`src/bridgePkg.sv`:
```
package bridgePkg;

    // Full 68040 data bus, four byte lanes
    typedef logic [31:0] busData;

    // One half of the data bus, used for the latched upper word and flipped lanes
    typedef logic [15:0] laneWord;

    // CPU size code as driven on SIZ1..SIZ0
    typedef logic [1:0] xferSize;

    // Address bits 1 and 0 of a transfer
    typedef logic [1:0] portOffset;

    localparam xferSize SizeLong = 2'b00;
    localparam xferSize SizeByte = 2'b01;
    localparam xferSize SizeWord = 2'b10;
    localparam xferSize SizeLine = 2'b11;

    // Word ports see the high word at offset 0 and the low word at offset 2
    localparam portOffset OffsetLow = 2'b00;
    localparam portOffset OffsetHigh = 2'b10;

    // Sequencer states for one CPU transfer
    typedef enum logic [2:0] {
        idle,
        directRun,
        firstWait,
        secondStart,
        secondWait
    } seqState;

endpackage

```
`src/cycleDecode.sv`:
```
module cycleDecode (
    input  logic                 CLK80,
    input  logic                 RESETn,
    input  logic                 cpuTsN,
    input  logic                 cpuRnW,
    input  bridgePkg::xferSize   cpuSize,
    input  bridgePkg::portOffset cpuAddr,
    input  logic                 wordPort,
    output logic                 reqValid,
    output logic                 reqRnW,
    output bridgePkg::portOffset reqOffset,
    output logic                 reqSplit,
    output logic                 reqFlip
);

    logic isLong;
    logic splitNext;
    logic flipNext;

    // A line transfer moves through the bridge as a plain long word
    always_comb begin
        case (cpuSize)
            bridgePkg::SizeLong, bridgePkg::SizeLine: isLong = 1'b1;
            bridgePkg::SizeByte, bridgePkg::SizeWord: isLong = 1'b0;
            default: isLong = 1'b0;
        endcase
    end

    // Long words to a 16-bit port need two Amiga sub-cycles
    assign splitNext = wordPort && isLong;

    // Byte or word at offset 2 of a word port lands on the upper lanes
    assign flipNext = wordPort && !isLong && cpuAddr[1];

    always_ff @(posedge CLK80) begin
        if (!RESETn) begin
            reqValid <= 1'b0;
            reqRnW <= 1'b1;
            reqSplit <= 1'b0;
            reqFlip <= 1'b0;
        end else begin
            // One-clock pulse in the clock after the CPU transfer start
            reqValid <= !cpuTsN;
            if (!cpuTsN) begin
                reqRnW <= cpuRnW;
                reqSplit <= splitNext;
                reqFlip <= flipNext;
            end
        end
    end

    // Offset is held until the next transfer start
    always_ff @(posedge CLK80) begin
        if (!cpuTsN) begin
            reqOffset <= cpuAddr;
        end
    end

endmodule

```
`src/cycleSequencer.sv`:
```
module cycleSequencer (
    input  logic                 CLK80,
    input  logic                 RESETn,
    input  logic                 reqValid,
    input  logic                 reqSplit,
    input  bridgePkg::portOffset reqOffset,
    input  logic                 amigaTackN,
    output logic                 amigaTsN,
    output bridgePkg::portOffset amigaAddr,
    output logic                 cpuTaN,
    output logic                 splitActive,
    output logic                 secondHalf,
    output logic                 latchUpper
);

    bridgePkg::seqState state;
    logic ackSeen;
    logic taEnable;

    assign ackSeen = !amigaTackN;

    //////////////////////////////
    // Cycle state machine
    //////////////////////////////

    // A split transfer takes the cycle away from the CPU. The first sub-cycle moves
    // the high word at offset 0 and the second moves the low word at offset 2
    always_ff @(posedge CLK80) begin
        if (!RESETn) begin
            state <= bridgePkg::idle;
            amigaTsN <= 1'b1;
        end else begin
            // Transfer start is a single clock wide unless set below
            amigaTsN <= 1'b1;
            case (state)
                bridgePkg::idle: begin
                    if (reqValid) begin
                        amigaTsN <= 1'b0;
                        state <= reqSplit ? bridgePkg::firstWait : bridgePkg::directRun;
                    end
                end
                bridgePkg::directRun: begin
                    // The Amiga acknowledge also ends the CPU transfer
                    if (ackSeen) begin
                        state <= bridgePkg::idle;
                    end
                end
                bridgePkg::firstWait: begin
                    // Second start follows the first acknowledge by one clock
                    if (ackSeen) begin
                        amigaTsN <= 1'b0;
                        state <= bridgePkg::secondStart;
                    end
                end
                bridgePkg::secondStart: begin
                    // The target may answer in the start clock itself
                    state <= ackSeen ? bridgePkg::idle : bridgePkg::secondWait;
                end
                bridgePkg::secondWait: begin
                    if (ackSeen) begin
                        state <= bridgePkg::idle;
                    end
                end
                default: begin
                    state <= bridgePkg::idle;
                end
            endcase
        end
    end

    //////////////////////////////
    // Amiga address
    //////////////////////////////

    // Address is loaded together with each start and held through the sub-cycle
    always_ff @(posedge CLK80) begin
        if (state == bridgePkg::idle && reqValid) begin
            amigaAddr <= reqSplit ? bridgePkg::OffsetLow : reqOffset;
        end else if (state == bridgePkg::firstWait && ackSeen) begin
            amigaAddr <= bridgePkg::OffsetHigh;
        end
    end

    //////////////////////////////
    // Cycle termination
    //////////////////////////////

    // The first acknowledge of a split is hidden from the CPU
    assign taEnable = (state == bridgePkg::directRun)
                   || (state == bridgePkg::secondStart)
                   || (state == bridgePkg::secondWait);

    assign cpuTaN = taEnable ? amigaTackN : 1'b1;

    // Flags for the lane router
    assign splitActive = (state == bridgePkg::firstWait)
                      || (state == bridgePkg::secondStart)
                      || (state == bridgePkg::secondWait);

    assign secondHalf = (state == bridgePkg::secondStart)
                     || (state == bridgePkg::secondWait);

    // Upper word is valid on the Amiga bus in the clock of the first acknowledge
    assign latchUpper = (state == bridgePkg::firstWait) && ackSeen;

endmodule

```
`src/laneRouter.sv`:
```
module laneRouter (
    input  logic              CLK80,
    input  logic              RESETn,
    input  logic              reqRnW,
    input  logic              reqFlip,
    input  logic              splitActive,
    input  logic              secondHalf,
    input  logic              latchUpper,
    input  bridgePkg::busData cpuWriteData,
    input  bridgePkg::busData amigaReadData,
    output bridgePkg::busData cpuReadData,
    output bridgePkg::busData amigaWriteData,
    output logic              amigaRnW
);

    bridgePkg::laneWord upperLatch;
    bridgePkg::laneWord cpuUpperIn;
    bridgePkg::laneWord cpuLowerIn;
    bridgePkg::laneWord amigaUpperIn;
    bridgePkg::laneWord amigaLowerIn;
    bridgePkg::laneWord cpuUpperOut;
    bridgePkg::laneWord cpuLowerOut;
    bridgePkg::laneWord amigaUpperOut;
    logic flipLanes;
    logic useLatch;

    // Split the buses into their word halves
    assign cpuUpperIn = cpuWriteData[31:16];
    assign cpuLowerIn = cpuWriteData[15:0];
    assign amigaUpperIn = amigaReadData[31:16];
    assign amigaLowerIn = amigaReadData[15:0];

    // Word ports only use the upper lanes, so offset 2 data has to be moved there.
    // The second half of a split is an offset 2 word as well
    assign flipLanes = reqFlip || secondHalf;

    // The upper CPU word of a split read was taken in the first sub-cycle
    assign useLatch = reqRnW && splitActive;

    //////////////////////////////
    // Upper word latch
    //////////////////////////////

    always_ff @(posedge CLK80) begin
        if (!RESETn) begin
            upperLatch <= '0;
        end else if (latchUpper && reqRnW) begin
            upperLatch <= amigaUpperIn;
        end
    end

    //////////////////////////////
    // Read path
    //////////////////////////////

    assign cpuUpperOut = useLatch ? upperLatch : amigaUpperIn;

    // Amiga upper word shows up at CPU offset 2 when flipped
    assign cpuLowerOut = flipLanes ? amigaUpperIn : amigaLowerIn;

    assign cpuReadData = {cpuUpperOut, cpuLowerOut};

    //////////////////////////////
    // Write path
    //////////////////////////////

    // CPU lower word goes out on the Amiga upper lanes when flipped
    assign amigaUpperOut = flipLanes ? cpuLowerIn : cpuUpperIn;

    // Lower lanes always pass through on writes
    assign amigaWriteData = {amigaUpperOut, cpuLowerIn};

    // Both sub-cycles of a split use the direction of the CPU transfer
    assign amigaRnW = reqRnW;

endmodule

```
`src/busBridge.sv`:
```
module busBridge (
    input  logic                 CLK80,
    input  logic                 RESETn,

    // 68040 side
    input  logic                 cpuTsN,
    input  logic                 cpuRnW,
    input  bridgePkg::xferSize   cpuSize,
    input  bridgePkg::portOffset cpuAddr,
    input  bridgePkg::busData    cpuWriteData,
    input  logic                 wordPort,
    output logic                 cpuTaN,
    output bridgePkg::busData    cpuReadData,

    // Amiga side
    output logic                 amigaTsN,
    output bridgePkg::portOffset amigaAddr,
    output logic                 amigaRnW,
    output bridgePkg::busData    amigaWriteData,
    input  logic                 amigaTackN,
    input  bridgePkg::busData    amigaReadData
);

    // Captured request, held until the next CPU start
    logic                 reqValid;
    logic                 reqRnW;
    bridgePkg::portOffset reqOffset;
    logic                 reqSplit;
    logic                 reqFlip;

    // Sub-cycle flags for the data lanes
    logic                 splitActive;
    logic                 secondHalf;
    logic                 latchUpper;

    cycleDecode decode (
        .CLK80     (CLK80),
        .RESETn    (RESETn),
        .cpuTsN    (cpuTsN),
        .cpuRnW    (cpuRnW),
        .cpuSize   (cpuSize),
        .cpuAddr   (cpuAddr),
        .wordPort  (wordPort),
        .reqValid  (reqValid),
        .reqRnW    (reqRnW),
        .reqOffset (reqOffset),
        .reqSplit  (reqSplit),
        .reqFlip   (reqFlip)
    );

    cycleSequencer sequencer (
        .CLK80       (CLK80),
        .RESETn      (RESETn),
        .reqValid    (reqValid),
        .reqSplit    (reqSplit),
        .reqOffset   (reqOffset),
        .amigaTackN  (amigaTackN),
        .amigaTsN    (amigaTsN),
        .amigaAddr   (amigaAddr),
        .cpuTaN      (cpuTaN),
        .splitActive (splitActive),
        .secondHalf  (secondHalf),
        .latchUpper  (latchUpper)
    );

    laneRouter router (
        .CLK80          (CLK80),
        .RESETn         (RESETn),
        .reqRnW         (reqRnW),
        .reqFlip        (reqFlip),
        .splitActive    (splitActive),
        .secondHalf     (secondHalf),
        .latchUpper     (latchUpper),
        .cpuWriteData   (cpuWriteData),
        .amigaReadData  (amigaReadData),
        .cpuReadData    (cpuReadData),
        .amigaWriteData (amigaWriteData),
        .amigaRnW       (amigaRnW)
    );

endmodule

```
`config.mk`:
```
export PLATFORM = sky130hd
export DESIGN_NAME = busBridge
export DESIGN_NICKNAME = d
export VERILOG_FILES = /design/src/bridgePkg.sv /design/src/cycleDecode.sv /design/src/cycleSequencer.sv /design/src/laneRouter.sv /design/src/busBridge.sv
export SDC_FILE = /design/constraint.sdc
export NUM_CORES = 1
export LEC_CHECK = 0
export BUFFER_PORTS_ARGS = -buffer_cell sky130_fd_sc_hd__clkbuf_2
export CAP_MARGIN = 20
export CORE_MARGIN = 10
export CORE_UTILIZATION = 35
export DETAILED_ROUTE_END_ITERATION = 7
export PLACE_DENSITY = 0.71
export SETUP_SLACK_MARGIN = 0.15
export SKIP_LAST_GASP = 1
export SYNTH_ARGS = -nofsm -noshare
export SYNTH_HDL_FRONTEND = slang
export SYNTH_SLANG_ARGS = --single-unit
```
`constraint.sdc`:
```
create_clock -name CLK80 -period 4.6 [get_ports CLK80]
set_input_delay 0.46 -clock CLK80 [delete_from_list [all_inputs] [get_ports CLK80]]
set_output_delay 0.46 -clock CLK80 [all_outputs]
set_load 0.05 [all_outputs]
```
==> qor.yml <==
path_delay_family: "buffers and inverters"
htreeDepth: 1
place_area_um2: 2510
crit_required_ns: 4.14
critical_path.endpoint_type: "primary output"
ant_nets: 0
antenna_found_initial: 0
peakVddDrop_v: 0.000174
worstHoldPathType: "input pin to flip-flop"
cp_num_buf_inv: 2
fin_tns_setup_ns: 0
dieWidth_um: 93.8
die_h_um: 93.8
drt-total-wl_mm: 5.49
drive_gt1_share_pct: 65.0
p_switching_uw: 269
p_int_uw: 449
hold_viol: 0
dp.cells: 375
setup_viol: 0
diodes: 0
synth_mux_area_share_pct: 37.7
wire_per_inst_um: 14.5
clockRootBuffer: "clkbuf_8"
hold_depth: 1
rsz0062_at_grt: "no"
start_kind: "flip-flop"
drt-pass1-iter-count: 4
drt_iter0_markers: 19
synth_nets: 263
timing.reg2reg.setup_slack_ns: 2.61
yosys.area_share.adder_pct: 0
fillers: 493
status: "finished, final reports clean"
yosysSeqAreaShare_pct: 31.5
pre_cts_slack_ns: 1.85
drc: 0
synth_xor_area_share_pct: 0.460
ys_ff_latch: 28
seqPwrFrac_pct: 36.1
final_cell_mix: "142 x clkbuf_2, 46 x mux2_2, 37 x nand2_1"
critical_path_class: "flip-flop to primary output"
cts_tree: "built"
gp_congestion: 0.832
reg2reg_depth: 3
layout.cells.non_filler: 379
p_clk_share_pct: 27.1
fin_skew_ns: 0.00380
clk_path_buf_depth: 2
holdPathEnd: "decode.reqOffset[0]$_DFFE_PN_"
yosysUniqueCellTypes: 31
fin_util_pct: 49.6
clock-sinks: 28
relSlewSlack_pct: 33.7
core_area_um2: 5200
worstMarginPinSlew_ns: 0.994
drv_slew: 0
vias: 1754
nNetsFinal: 384
hpwl_mm: 4.59
avgViaCountPerCell: 4.63
r2r_start: "sequencer.state[1]$_SDFFE_PN0P_"
yosys.area_share.simple_pct: 15.1
dieArea_um2: 8800
fin_ws_ns: 1.56
ios: 143
rows: 26
crit_fanout: 22
numPortBuffers: 142
clk_pin_slew_ns: 0.10
grt_pass1_wl_mm: 8.46
p_leak_nw: 1.24
slowest_delay_ns: 0.60
swShare_pct: 37.4
synth_compound_area_share_pct: 3.87
cp_cell_sequence: "nor3b_4, a211oi_4, buf_4, mux2_2, clkbuf_2"
period_share_pct: 66.0
hold_path.startpoint: "cpuAddr[0]"
critPathSlowestCell: "dfxtp_1"
fin_crit_ns: 3.04
timing.hold.ws_ns: 0.351
cts_resized: 0
cap_violations: 0
cts_setup_buffers: 0
grt_max_degree: 41
fmax_mhz: 329
synth_area_per_cell_um2: 10.1
insertion_delay_ns: 0.28
r2r_end: "router.upperLatch[11]$_SDFFE_PN0P_"
fin_area_um2: 2580
first_global_vias: 1820
cts_buffers: 3
layout_commonest_cell: "clkbuf_2"
syn_inst: 189
p_comb_share_pct: 36.8
cts_hold_buf: 0
finalPower_uw: 717
ys_warn_count: 0
grt_usage_pct: 11.5
syn_area_um2: 1910
grt_overflow_total: 0
areaGrowthSynthToFinish_pct: 35.5
synth_top_family_by_area: "multiplexers"
p_per_area_nw_per_um2: 278
initial_utilization_pct: 36.6
crit_arrival_ns: 2.58
==> power groups by stage <==
stage | logic [mW] | clock network, mW | registers (mW)
final | 0.264 | 0.195 | 0.259
after global routing | 0.279 | 0.208 | 0.260
after CTS | 0.267 | 0.199 | 0.259
after detailed placement | 0.267 | 0 | 0.265
after global placement | 0.265 | 0 | 0.265
after floorplan | 0.198 | 0 | 0.268
==> registers in the layout, summed over array words and instances, names as in the netlist <==
signal	flops
router.upperLatch	16
sequencer.state	3
decode.reqOffset	2
sequencer.amigaAddr	2
decode.reqFlip	1
decode.reqRnW	1
decode.reqSplit	1
decode.reqValid	1
sequencer.amigaTsN	1
==> layout make-up <==
type	count	area, um^2	share of cell area, %
inverters	2	7.51	0.291
multi-input cells	132	1100	42.5
clock buffers	3	41.3	1.60
repair buffers	143	718	27.8
clock inverters	1	30.0	1.16
well taps	70	87.6	3.39
flip-flops and latches	28	601	23.3
==> worst max path at each step <==
| stage | startpoint | endpoint | slack [ns] | cells past startpoint |
|---|---|---|---|---|
| 2_1_floorplan | sequencer.state[2]$_SDFFE_PN0P_ | amigaWriteData[16] | 2.52 | 4 |
| 4_1_cts | sequencer.state[0]$_SDFFE_PN0P_ | amigaWriteData[19] | 1.53 | 5 |
| 3_5_place_dp | sequencer.state[0]$_SDFFE_PN0P_ | amigaWriteData[19] | 1.85 | 5 |
| 5_1_grt | sequencer.state[0]$_SDFFE_PN0P_ | cpuReadData[0] | 1.39 | 5 |
| 6_report | sequencer.state[0]$_SDFFE_PN0P_ | amigaWriteData[19] | 1.56 | 5 |
| 3_3_place_gp | sequencer.state[0]$_SDFFE_PN0P_ | amigaWriteData[22] | 1.89 | 5 |
==> cells in the mapped netlist, drive strengths merged <==
| library cell | number | share of area (%) |
|---|---|---|
| buf | 22 | 9.5 |
| dfxtp | 24 | 25 |
| nand2b | 3 | 0.99 |
| edfxtp | 4 | 6.3 |
| o21bai | 1 | 0.39 |
| a31oi | 1 | 0.33 |
| and2b | 1 | 0.46 |
| nor4b | 2 | 0.92 |
| mux2 | 48 | 29 |
| clkbuf | 5 | 1.5 |
| nor4 | 1 | 0.33 |
| inv | 2 | 0.39 |
| nor3b | 1 | 0.99 |
| a211oi | 2 | 1.1 |
| and2 | 1 | 0.33 |
| o31a | 1 | 0.46 |
| and3 | 1 | 0.33 |
| o21ai | 1 | 0.85 |
| nor2 | 2 | 0.39 |
| xnor2 | 1 | 0.46 |
| mux2i | 17 | 8.9 |
| nand2 | 37 | 7.3 |
| a21oi | 3 | 0.79 |
| nor3 | 1 | 0.26 |
| or4 | 1 | 0.46 |
| nor2b | 6 | 2.4 |
==> logic make-up after synthesis <==
logic type	Yosys count
muxes	65
xor gates and xnor gates	1
DFF	28
AOI/OAI and AO/OA	9
and+or+nand+nor	57
buffers and inverters	29
==> per-layer routing <==
layer / GRT usage, % / vias to the layer above / wire [um]
met5: 0 / - / 0
met4: 4.18 / 0 / 78
met3: 5.20 / 7 / 779
met2: 21.9 / 94 / 2650
met1: 10.4 / 772 / 1980
li1: - / 881 / -
Note: power is estimated with default switching activity, not from simulation.
